## src/tlp_pkg.sv

```systemverilog
package tlp_pkg;

   // stream fields, width fixed by the hard ip
   typedef logic [127:0] data_t;     // one beat, four dwords
   typedef logic [15:0]  be_t;       // bit 0 = byte 0 of dword 0
   typedef logic [7:0]   bardec_t;   // one-hot bar hit
   typedef logic [10:0]  dw_count_t; // payload dwords, up to 1024
   typedef logic [31:0]  addr_t;     // tlp address and bar base

   // axi4-lite side
   typedef logic [3:0]   axil_addr_t;
   typedef logic [31:0]  axil_data_t;
   typedef logic [1:0]   axil_resp_t;

   // register write fsm
   typedef enum logic [0:0] {
      write_idle, // waiting for aw and w together
      write_resp  // bvalid held until bready
   } reg_wr_state_t;

   // header dword 0 layout
   localparam int FMT_PAYLOAD_BIT = 30; // fmt[1], tlp carries data
   localparam int FMT_4DW_BIT     = 29; // fmt[0], 4dw header
   localparam int LEN_MSB         = 9;  // length field is [9:0]

   // register map
   localparam axil_addr_t REG_BAR2_ADDR = 4'h0;
   localparam axil_addr_t REG_BAR3_ADDR = 4'h4;

   // base values out of reset
   localparam addr_t BAR2_BASE_RST = 32'h0020_0000;
   localparam addr_t BAR3_BASE_RST = 32'h0024_0000;

   // responses
   localparam axil_resp_t RESP_OKAY   = 2'b00;
   localparam axil_resp_t RESP_SLVERR = 2'b10;

   // one-hot bar codes
   localparam bardec_t BAR2_HIT = 8'b0000_0100;
   localparam bardec_t BAR3_HIT = 8'b0000_1000;

   // three registered stages, input beat to output beat
   localparam int PIPE_LATENCY = 3;

endpackage

```

## src/tlp_hdr_parse.sv

```systemverilog
`timescale 1ns/1ps

module tlp_hdr_parse (
   input  logic              clk_in,
   input  logic              rstn,
   input  tlp_pkg::data_t    tx_st_data,
   input  logic              tx_st_sop,
   input  logic              tx_st_eop,
   input  logic              tx_st_valid,
   input  logic              tx_st_err,
   input  logic              tx_st_empty,
   output tlp_pkg::data_t    s1_data,
   output logic              s1_sop,
   output logic              s1_eop,
   output logic              s1_valid,
   output logic              s1_err,
   output logic              s1_empty,
   output logic              s1_hdr_3dw,     // held from last sop
   output logic              s1_has_payload,
   output tlp_pkg::dw_count_t s1_payload_dw, // length, 0 expanded
   output tlp_pkg::addr_t    s1_addr
);

   logic [tlp_pkg::LEN_MSB:0] len_field;
   logic                      is_4dw;
   logic                      has_data;
   tlp_pkg::dw_count_t        len_dw;
   tlp_pkg::addr_t            addr_sel;
   logic                      hdr_beat;

   // header decode straight off the input beat
   assign hdr_beat  = tx_st_valid & tx_st_sop;
   assign is_4dw    = tx_st_data[tlp_pkg::FMT_4DW_BIT];
   assign has_data  = tx_st_data[tlp_pkg::FMT_PAYLOAD_BIT];
   assign len_field = tx_st_data[tlp_pkg::LEN_MSB:0];

   // zero length field means 1024 dwords
   assign len_dw = (len_field == '0) ? tlp_pkg::dw_count_t'(1024)
                                     : tlp_pkg::dw_count_t'(len_field);

   // 3dw: address in dw2; 4dw: low address dw sits in dw3
   assign addr_sel = is_4dw ? tx_st_data[127:96] : tx_st_data[95:64];

   // control bits
   always_ff @(posedge clk_in) begin
      if (!rstn) begin
         s1_valid <= 1'b0;
         s1_sop   <= 1'b0;
         s1_eop   <= 1'b0;
      end else begin
         s1_valid <= tx_st_valid;
         s1_sop   <= tx_st_sop;
         s1_eop   <= tx_st_eop;
      end
   end

   // payload fields, every beat
   always_ff @(posedge clk_in) begin
      s1_data  <= tx_st_data;
      s1_err   <= tx_st_err;
      s1_empty <= tx_st_empty;
   end

   // header fields only move on a real header beat
   always_ff @(posedge clk_in) begin
      if (hdr_beat) begin
         s1_hdr_3dw     <= ~is_4dw;
         s1_has_payload <= has_data;
         s1_payload_dw  <= len_dw;
         s1_addr        <= addr_sel;
      end
   end

endmodule

```

## src/tlp_be_gen.sv

```systemverilog
`timescale 1ns/1ps

module tlp_be_gen (
   input  logic               clk_in,
   input  logic               rstn,
   input  tlp_pkg::data_t     s1_data,
   input  logic               s1_sop,
   input  logic               s1_eop,
   input  logic               s1_valid,
   input  logic               s1_err,
   input  logic               s1_empty,
   input  logic               s1_hdr_3dw,
   input  logic               s1_has_payload,
   input  tlp_pkg::dw_count_t s1_payload_dw,
   input  tlp_pkg::addr_t     s1_addr,
   output tlp_pkg::data_t     s2_data,
   output logic               s2_sop,
   output logic               s2_eop,
   output logic               s2_valid,
   output logic               s2_err,
   output logic               s2_empty,
   output tlp_pkg::be_t       s2_be,
   output logic               s2_hdr_3dw,
   output tlp_pkg::addr_t     s2_addr
);

   tlp_pkg::dw_count_t rem_dw;     // payload dwords still to come
   tlp_pkg::dw_count_t rem_load;   // count loaded on sop
   tlp_pkg::be_t       sop_mask;
   tlp_pkg::be_t       tail_mask;
   tlp_pkg::be_t       be_next;

   // sop beat: header dwords, plus dw3 for 3dw with data
   assign sop_mask = (s1_hdr_3dw && !s1_has_payload) ? 16'h0fff : 16'hffff;

   // first payload dword rides in the 3dw header beat
   always_comb begin
      if (!s1_has_payload)
         rem_load = '0;
      else if (s1_hdr_3dw)
         rem_load = s1_payload_dw - 1'b1;
      else
         rem_load = s1_payload_dw;
   end

   // lowest min(rem,4) dwords on a data beat
   always_comb begin
      if (rem_dw >= 4) begin
         tail_mask = 16'hffff;
      end else begin
         case (rem_dw[1:0])
            2'd0:    tail_mask = 16'h0000;
            2'd1:    tail_mask = 16'h000f;
            2'd2:    tail_mask = 16'h00ff;
            default: tail_mask = 16'h0fff;
         endcase
      end
   end

   assign be_next = !s1_valid ? '0 : (s1_sop ? sop_mask : tail_mask); // idle beats carry no bytes

   // remaining count, gaps leave it alone
   always_ff @(posedge clk_in) begin
      if (!rstn) begin
         rem_dw <= '0;
      end else if (s1_valid) begin
         if (s1_sop)
            rem_dw <= rem_load;
         else if (rem_dw > 4)
            rem_dw <= rem_dw - 3'd4;
         else
            rem_dw <= '0; // saturate
      end
   end

   always_ff @(posedge clk_in) begin
      if (!rstn) begin
         s2_valid <= 1'b0;
         s2_sop   <= 1'b0;
         s2_eop   <= 1'b0;
         s2_be    <= '0;
      end else begin
         s2_valid <= s1_valid;
         s2_sop   <= s1_sop;
         s2_eop   <= s1_eop;
         s2_be    <= be_next;
      end
   end

   always_ff @(posedge clk_in) begin
      s2_data    <= s1_data;
      s2_err     <= s1_err;
      s2_empty   <= s1_empty;
      s2_hdr_3dw <= s1_hdr_3dw;
      s2_addr    <= s1_addr; // still held since sop
   end

endmodule

```

## src/tlp_bar_decode.sv

```systemverilog
`timescale 1ns/1ps

module tlp_bar_decode (
   input  logic             clk_in,
   input  logic             rstn,
   input  tlp_pkg::data_t   s2_data,
   input  logic             s2_sop,
   input  logic             s2_eop,
   input  logic             s2_valid,
   input  logic             s2_err,
   input  logic             s2_empty,
   input  tlp_pkg::be_t     s2_be,
   input  tlp_pkg::addr_t   s2_addr,
   input  tlp_pkg::addr_t   bar2_base,
   input  tlp_pkg::addr_t   bar3_base,
   output tlp_pkg::data_t   tx_st_data_r,
   output logic             tx_st_sop_r,
   output logic             tx_st_eop_r,
   output logic             tx_st_valid_r,
   output logic             tx_st_err_r,
   output logic             tx_st_empty_r,
   output tlp_pkg::be_t     tx_st_be,
   output tlp_pkg::bardec_t tx_st_bardec
);

   tlp_pkg::bardec_t hit;

   // bar3 sits above bar2, check it first
   always_comb begin
      if (s2_addr >= bar3_base)
         hit = tlp_pkg::BAR3_HIT;
      else if (s2_addr >= bar2_base)
         hit = tlp_pkg::BAR2_HIT;
      else
         hit = '0; // below both, no bar
   end

   always_ff @(posedge clk_in) begin
      if (!rstn) begin
         tx_st_valid_r <= 1'b0;
         tx_st_sop_r   <= 1'b0;
         tx_st_eop_r   <= 1'b0;
         tx_st_be      <= '0;
         tx_st_bardec  <= '0;
      end else begin
         tx_st_valid_r <= s2_valid;
         tx_st_sop_r   <= s2_sop;
         tx_st_eop_r   <= s2_eop;
         tx_st_be      <= s2_be;
         if (s2_valid && s2_sop)
            tx_st_bardec <= hit; // held for the rest of the packet
      end
   end

   always_ff @(posedge clk_in) begin
      tx_st_data_r  <= s2_data;
      tx_st_err_r   <= s2_err;
      tx_st_empty_r <= s2_empty;
   end

endmodule

```

## src/tlp_bar_regs.sv

```systemverilog
`timescale 1ns/1ps

module tlp_bar_regs (
   input  logic                clk_in,
   input  logic                rstn,
   input  tlp_pkg::axil_addr_t awaddr,
   input  logic                awvalid,
   output logic                awready,
   input  tlp_pkg::axil_data_t wdata,
   input  logic [3:0]          wstrb,
   input  logic                wvalid,
   output logic                wready,
   output tlp_pkg::axil_resp_t bresp,
   output logic                bvalid,
   input  logic                bready,
   input  tlp_pkg::axil_addr_t araddr,
   input  logic                arvalid,
   output logic                arready,
   output tlp_pkg::axil_data_t rdata,
   output tlp_pkg::axil_resp_t rresp,
   output logic                rvalid,
   input  logic                rready,
   output tlp_pkg::addr_t      bar2_base,
   output tlp_pkg::addr_t      bar3_base
);

   tlp_pkg::reg_wr_state_t wr_state;
   logic                   wr_fire;
   logic                   rd_fire;

   // byte lanes of wdata over the old value
   function automatic tlp_pkg::addr_t merge_strb(input tlp_pkg::addr_t old_val,
                                                 input tlp_pkg::axil_data_t new_val,
                                                 input logic [3:0] strb);
      tlp_pkg::addr_t res;
      res = old_val;
      for (int i = 0; i < 4; i++) begin
         if (strb[i])
            res[8*i +: 8] = new_val[8*i +: 8];
      end
      return res;
   endfunction

   // aw and w taken in the same cycle only
   assign awready = (wr_state == tlp_pkg::write_idle) & wvalid;
   assign wready  = (wr_state == tlp_pkg::write_idle) & awvalid;
   assign wr_fire = awvalid & awready;
   assign bvalid  = (wr_state == tlp_pkg::write_resp);

   assign arready = ~rvalid; // one read outstanding
   assign rd_fire = arvalid & arready;

   always_ff @(posedge clk_in) begin
      if (!rstn) begin
         wr_state  <= tlp_pkg::write_idle;
         bar2_base <= tlp_pkg::BAR2_BASE_RST;
         bar3_base <= tlp_pkg::BAR3_BASE_RST;
      end else begin
         case (wr_state)
            tlp_pkg::write_idle: begin
               if (wr_fire) begin
                  if (awaddr == tlp_pkg::REG_BAR2_ADDR)
                     bar2_base <= merge_strb(bar2_base, wdata, wstrb);
                  if (awaddr == tlp_pkg::REG_BAR3_ADDR)
                     bar3_base <= merge_strb(bar3_base, wdata, wstrb);
                  wr_state <= tlp_pkg::write_resp;
               end
            end
            default: begin
               if (bready)
                  wr_state <= tlp_pkg::write_idle;
            end
         endcase
      end
   end

   // response captured with the write
   always_ff @(posedge clk_in) begin
      if (wr_fire)
         bresp <= (awaddr == tlp_pkg::REG_BAR2_ADDR || awaddr == tlp_pkg::REG_BAR3_ADDR) ?
                  tlp_pkg::RESP_OKAY : tlp_pkg::RESP_SLVERR;
   end

   always_ff @(posedge clk_in) begin
      if (!rstn)
         rvalid <= 1'b0;
      else if (rd_fire)
         rvalid <= 1'b1;
      else if (rready)
         rvalid <= 1'b0;
   end

   // read data one cycle after ar
   always_ff @(posedge clk_in) begin
      if (rd_fire) begin
         case (araddr)
            tlp_pkg::REG_BAR2_ADDR: begin
               rdata <= bar2_base;
               rresp <= tlp_pkg::RESP_OKAY;
            end
            tlp_pkg::REG_BAR3_ADDR: begin
               rdata <= bar3_base;
               rresp <= tlp_pkg::RESP_OKAY;
            end
            default: begin
               rdata <= '0; // unmapped reads as zero
               rresp <= tlp_pkg::RESP_SLVERR;
            end
         endcase
      end
   end

endmodule

```

## src/tlp_annotate_top.sv

```systemverilog
`timescale 1ns/1ps

module tlp_annotate_top (
   input  logic                clk_in,
   input  logic                rstn,
   input  tlp_pkg::data_t      tx_st_data,
   input  logic                tx_st_sop,
   input  logic                tx_st_eop,
   input  logic                tx_st_valid,
   input  logic                tx_st_err,
   input  logic                tx_st_empty,
   output tlp_pkg::data_t      tx_st_data_r,
   output logic                tx_st_sop_r,
   output logic                tx_st_eop_r,
   output logic                tx_st_valid_r,
   output logic                tx_st_err_r,
   output logic                tx_st_empty_r,
   output tlp_pkg::be_t        tx_st_be,
   output tlp_pkg::bardec_t    tx_st_bardec,
   input  tlp_pkg::axil_addr_t awaddr,
   input  logic                awvalid,
   output logic                awready,
   input  tlp_pkg::axil_data_t wdata,
   input  logic [3:0]          wstrb,
   input  logic                wvalid,
   output logic                wready,
   output tlp_pkg::axil_resp_t bresp,
   output logic                bvalid,
   input  logic                bready,
   input  tlp_pkg::axil_addr_t araddr,
   input  logic                arvalid,
   output logic                arready,
   output tlp_pkg::axil_data_t rdata,
   output tlp_pkg::axil_resp_t rresp,
   output logic                rvalid,
   input  logic                rready
);

   // stage 1 out
   tlp_pkg::data_t     s1_data;
   logic               s1_sop, s1_eop, s1_valid, s1_err, s1_empty;
   logic               s1_hdr_3dw, s1_has_payload;
   tlp_pkg::dw_count_t s1_payload_dw;
   tlp_pkg::addr_t     s1_addr;
   // stage 2 out
   tlp_pkg::data_t     s2_data;
   logic               s2_sop, s2_eop, s2_valid, s2_err, s2_empty;
   tlp_pkg::be_t       s2_be;
   tlp_pkg::addr_t     s2_addr;
   // run-time bar bases
   tlp_pkg::addr_t     bar2_base, bar3_base;

   tlp_hdr_parse u_hdr_parse (
      .clk_in, .rstn,
      .tx_st_data, .tx_st_sop, .tx_st_eop, .tx_st_valid, .tx_st_err, .tx_st_empty,
      .s1_data, .s1_sop, .s1_eop, .s1_valid, .s1_err, .s1_empty,
      .s1_hdr_3dw, .s1_has_payload, .s1_payload_dw, .s1_addr
   );

   tlp_be_gen u_be_gen (
      .clk_in, .rstn,
      .s1_data, .s1_sop, .s1_eop, .s1_valid, .s1_err, .s1_empty,
      .s1_hdr_3dw, .s1_has_payload, .s1_payload_dw, .s1_addr,
      .s2_data, .s2_sop, .s2_eop, .s2_valid, .s2_err, .s2_empty,
      .s2_be, .s2_hdr_3dw(), .s2_addr // header size not needed past stage 2
   );

   tlp_bar_decode u_bar_decode (
      .clk_in, .rstn,
      .s2_data, .s2_sop, .s2_eop, .s2_valid, .s2_err, .s2_empty,
      .s2_be, .s2_addr, .bar2_base, .bar3_base,
      .tx_st_data_r, .tx_st_sop_r, .tx_st_eop_r, .tx_st_valid_r,
      .tx_st_err_r, .tx_st_empty_r, .tx_st_be, .tx_st_bardec
   );

   tlp_bar_regs u_bar_regs (
      .clk_in, .rstn,
      .awaddr, .awvalid, .awready, .wdata, .wstrb, .wvalid, .wready,
      .bresp, .bvalid, .bready,
      .araddr, .arvalid, .arready, .rdata, .rresp, .rvalid, .rready,
      .bar2_base, .bar3_base
   );

endmodule

```

## config.mk

```make
export PLATFORM = sky130hd
export DESIGN_NAME = tlp_annotate_top
export DESIGN_NICKNAME = d
export VERILOG_FILES = /design/src/tlp_pkg.sv /design/src/tlp_hdr_parse.sv /design/src/tlp_be_gen.sv /design/src/tlp_bar_decode.sv /design/src/tlp_bar_regs.sv /design/src/tlp_annotate_top.sv
export SDC_FILE = /design/constraint.sdc
export NUM_CORES = 1
export LEC_CHECK = 0
export CELL_PAD_IN_SITES_DETAIL_PLACEMENT = 1
export CELL_PAD_IN_SITES_GLOBAL_PLACEMENT = 1
export CORE_MARGIN = 4
export CORE_UTILIZATION = 38
export DETAILED_ROUTE_END_ITERATION = 8
export DONT_BUFFER_PORTS = 1
export GPL_TIMING_DRIVEN = 0
export PLACE_DENSITY_LB_ADDON = 0.1
export SYNTH_ARGS = -nofsm -noshare
export SYNTH_HDL_FRONTEND = slang
export SYNTH_SLANG_ARGS = --single-unit
```

## constraint.sdc

```tcl
create_clock -name clk_in -period 7 [get_ports clk_in]
set_input_delay 1.75 -clock clk_in [delete_from_list [all_inputs] [get_ports clk_in]]
set_output_delay 1.75 -clock clk_in [all_outputs]
set_load 0.03 [all_outputs]
```

* Word level (Yosys, flattened, before mapping) *
Cells that the tools add are included.

storage, ports and cells
  register bits after elaboration = 629
  input bits = 184
  output and inout port bits = 198
  logic and storage cells = 98

cells by class
  add/sub/neg operators = 2
  $lt $le $gt $ge = 4
  equality and inequality tests = 4
  multiplexer cells = 20
  bitwise gates (word level) = 8
  reduce and logical (&&, ||, !) cells = 19

operator list
  operator               number
  $ge 32x32->1           2
  $pmux 32 s2            1
  $mux 11                5
  $mux 16                3
  $pmux 12 s3            1
  $mux 32                1
  $reduce_and 4->1       8
  $ge 11x3->1 const B    1
  $gt 11x3->1 const B    1
  $sub 11x1->11 const B  1
  $sub 11x3->11 const B  1
  $logic_not 10->1       1
  $eq 4x3->1 const B     2
  $logic_not 4->1        2
  $mux 8                 1
  $and 1x1->1            5
  $mux 1                 5
  $mux 2                 2
  $mux 3                 1
  $not 1->1              3
  $eq 2x1->1 const B     1
  $eq 2x2->1 const B     1
  $logic_and 1x1->1      2
  $logic_not 2->1        1
  other kinds (5)        5

* Depth between registers and ports, before layout *
  word-level depth = 5
  mapped depth = 8

* Modules after synthesis *
From an unflattened synthesis, not the netlist that was laid out.

unflattened totals
  cell total of the unflattened synthesis = 1327
  area total of the unflattened synthesis = 17953.5 um^2

modules (own cells, without submodules)
  module          times used  cells an instance  area each (um^2)  seq. area each (um^2)
  tlp_bar_decode  1           406                4818.4            3022.9
  tlp_be_gen      1           314                4520.6            3623.5
  tlp_hdr_parse   1           232                4491.8            4013.8
  tlp_bar_regs    1           375                4122.7            2342.2

* Least setup slack after synthesis *
No wires, ideal clock.

  path type = in2out
  from = input port awvalid
  to = output port wready
  arrival time = 2.236 ns
  slack = 3.014 ns
  stages = 1
  buffers on the path = 0
  cell sequence = nor2b_1

between the ends
  cells in the longest elaborated chain, start to end = 1

RTL lines
  element             RTL line                text
  start: declaration  tlp_annotate_top.sv:21  input logic awvalid,
  $and 1x1->1         tlp_bar_regs.sv:46      assign wready = (wr_state == tlp_pkg::write_idle) & awvalid;
  end: declaration    tlp_annotate_top.sv:26  output logic wready,

Every way passes these cells.

* Worst setup path in the final report *
Same ends and word-level chain as after synthesis.

==> results.cfg <==
[status]
status = complete, no violations

[yosys]
yosysMostFrequentCell = dfxtp_1
synthTopCellsByArea = dfxtp_1 (59%), edfxtp_1 (14%), mux2i_1 (5.5%), ha_1 (4.8%), nor2b_1 (2.5%)
synthTopCellsByCount = dfxtp_1 (518), mux2i_1 (96), edfxtp_1 (79)
synth_edf_count = 79
synth.distinct_cells = 54
synthArstFlopShare_pct = 0
synth_warnings = 0
synth_ff_type = dfxtp_1
yosysTopAreaCellShare_pct = 59.48
syn_inst = 1255
ys_ff_latch = 597
ys_seq_area_share_pct = 73.08
synth_area_leader_cell = dfxtp_1
synth_area_mm2 = 0.01744
avgSynthCellArea_um2 = 13.89

[clock_tree]
clkLatencyLatePin_ps = 610
cts_max_path_buffers = 3
worst_setup_hold_path_clk_slew_ps = 60
cts_root_buffer = clkbuf_16
cts_buffers = 58
cts_setup_buffers = 0
cts_resized = 0
cts.sinks = 597
cts_tree = yes
postCtsHoldBufs = 0
ctsHtreeMaxLevel = 2

[sta]
period_share_pct = 57.21
fin_crit_ps = 4004
drv_slew = 0
fin_ws_ps = 2996
hold_violations = 0
setup_tns_ps = 0
finalSetupViolations = 0
clock_skew_ps = 23.31
clock.fmax_mhz = 249.7
rsz0062_at_grt = no
slew_headroom_pct = 24.74
whs_ps = 314.6
worstMarginPinSlew_ps = 1129

[grt]
overflow = 0
grt_use_total_pct = 15.88
grt_max_degree = 25
grt_antenna_before_repair = 0
grt_pass1_vias = 9645
grt_first_pass_wirelength_mm = 59.60

[detailed_routing]
antenna_left = 0
drt_pass1_iterations = 4
drt_iter0_drc = 354
totalWireLength_mm = 40.09
wire_per_inst_um = 20.33
route.vias.total = 8975
vias_per_cell = 4.551
drc = 0

[die]
io_pins = 382
start_util_pct = 38.42
core.rowCount = 78
die_area_mm2 = 0.04937
die_y_um = 222.2
die_w_um = 222.2
core-area_mm2 = 0.04538

[setup_path]
cp_max_fo = 2
cp-start-kind = primary input
critPathSlowestCell = nor2b_1
end_kind = primary output
worst_ep_arrival_time_ps = 2250
path_delay_family = simple AND/OR/NAND/NOR gates
cp_num_buf_inv = 0
critical_path_class = primary input to primary output
crit_chain = nor2b_1
slowest_delay_ps = 500
cp.required_ps = 5250

[worst_hold_path]
hold_path.class = flop to flop

[finish]
postLayoutCoreUtil_pct = 44.66
drive_gt1_share_pct = 12.17
diodes = 0
fillers = 4530
final_nets = 1575
area_growth_pct = 16.23

[power_and_ir_drop]
p_per_area_mw_per_mm2 = 357.4
max-vdd-ir-drop_mv = 0.2276
power_leakage_nw = 8.035

[placed_design]
finalWeightedCongestion = 0.7612
io_buffer_count = 0
dp_hpwl_mm = 29.47
preCtsSetupSlack_ps = 2989

[job]
maxCapViolCount = 0
==> worst paths after layout <==
| path | start | endpoint | slack (ps) | depth (start not counted) |
|---|---|---|---|---|
| setup / recovery | awvalid | wready | 3000 | 1 |
| hold / removal | u_be_gen.s2_data[108]$_DFF_P_ | u_bar_decode.tx_st_data_r[108]$_DFF_P_ | 310 | 0 |
| setup reg to reg | u_bar_regs.bvalid$_SDFF_PN0_ | u_bar_regs.bar3_base[6]$_SDFFE_PN0P_ | 4280 | 7 |
| hold reg to reg | u_be_gen.s2_data[108]$_DFF_P_ | u_bar_decode.tx_st_data_r[108]$_DFF_P_ | 310 | 0 |
==> per-stage QoR <==
| stage | std cells | instance area [µm²] | power, mW |
|---|---|---|---|
| finish | 1972 | 20270 | 7.244 |
| global route | 1972 | 20270 | 7.558 |
| CTS | 1972 | 20270 | 7.364 |
| detailed placement | 1864 | 18260 | 4.155 |
| global placement | 1862 | 18210 | 4.143 |
| floorplan | 1262 | 17460 | 4.049 |
==> cell usage in the layout, fill, tap and decap left out, drive strengths merged, types with 14 or more instances in the layout <==
cell type  count
nand2         31
mux2i         96
inv           81
edfxtp        79
mux2          32
o21ai         21
dfxtp        518
a21oi         28
nor2          47
buf           32
nor2b         71
ha            67
clkinv        14
clkbuf       117
==> registers in the layout (all words and copies together) (netlist names), 2 cells and up <==
signal / flops
u_hdr_parse.s1_payload_dw: 11
u_be_gen.s2_addr: 32
u_bar_regs.bar3_base: 32
u_bar_decode.tx_st_be: 4
u_bar_regs.rdata: 32
u_be_gen.s2_data: 128
u_bar_decode.tx_st_bardec: 2
u_hdr_parse.s1_addr: 32
u_hdr_parse.s1_data: 128
u_bar_regs.bar2_base: 32
u_bar_decode.tx_st_data_r: 128
u_be_gen.rem_dw: 11
u_be_gen.s2_be: 4
==> logic make-up after synthesis <==
family	count (synthesis)	share of synthesized area (%)
muxes	128	7.578
other	1	0.02151
and+or+nand+nor	222	6.961
DFF	597	73.08
AOI/OAI and AO/OA	90	3.445
xor gates and xnor gates	10	0.5023
adders and majority gates	67	4.808
buffers and inverters	140	3.602
==> area by class of cell <==
cell class                 count  area [µm²]  share of cell area [%]
buffer                        64       342.8                   1.692
multi-input combinational    525        4100                   20.23
clock inverter                25       262.8                   1.297
timing repair buffer           2       40.04                  0.1976
sequential                   597       12740                   62.88
tap                          600       750.7                   3.704
inverter                      76       285.3                   1.408
clock buffer                  83        1742                   8.594
==> routing by layer <==
layer  part of all wire, %  global-route usage (%)
met2                    46                   25.38
met1                    41                   19.37
met4                   3.0                   5.502
met5                     0                       0
met3                    10                   6.751
==> power breakdown <==
group	switching (mW)	internal [mW]	total (mW)
clock network	1.32	1.86	3.17
logic	0.143	0.102	0.245
registers	0.178	3.65	3.83
total	1.64	5.61	7.24
Note: power is estimated with default switching activity, not from simulation.
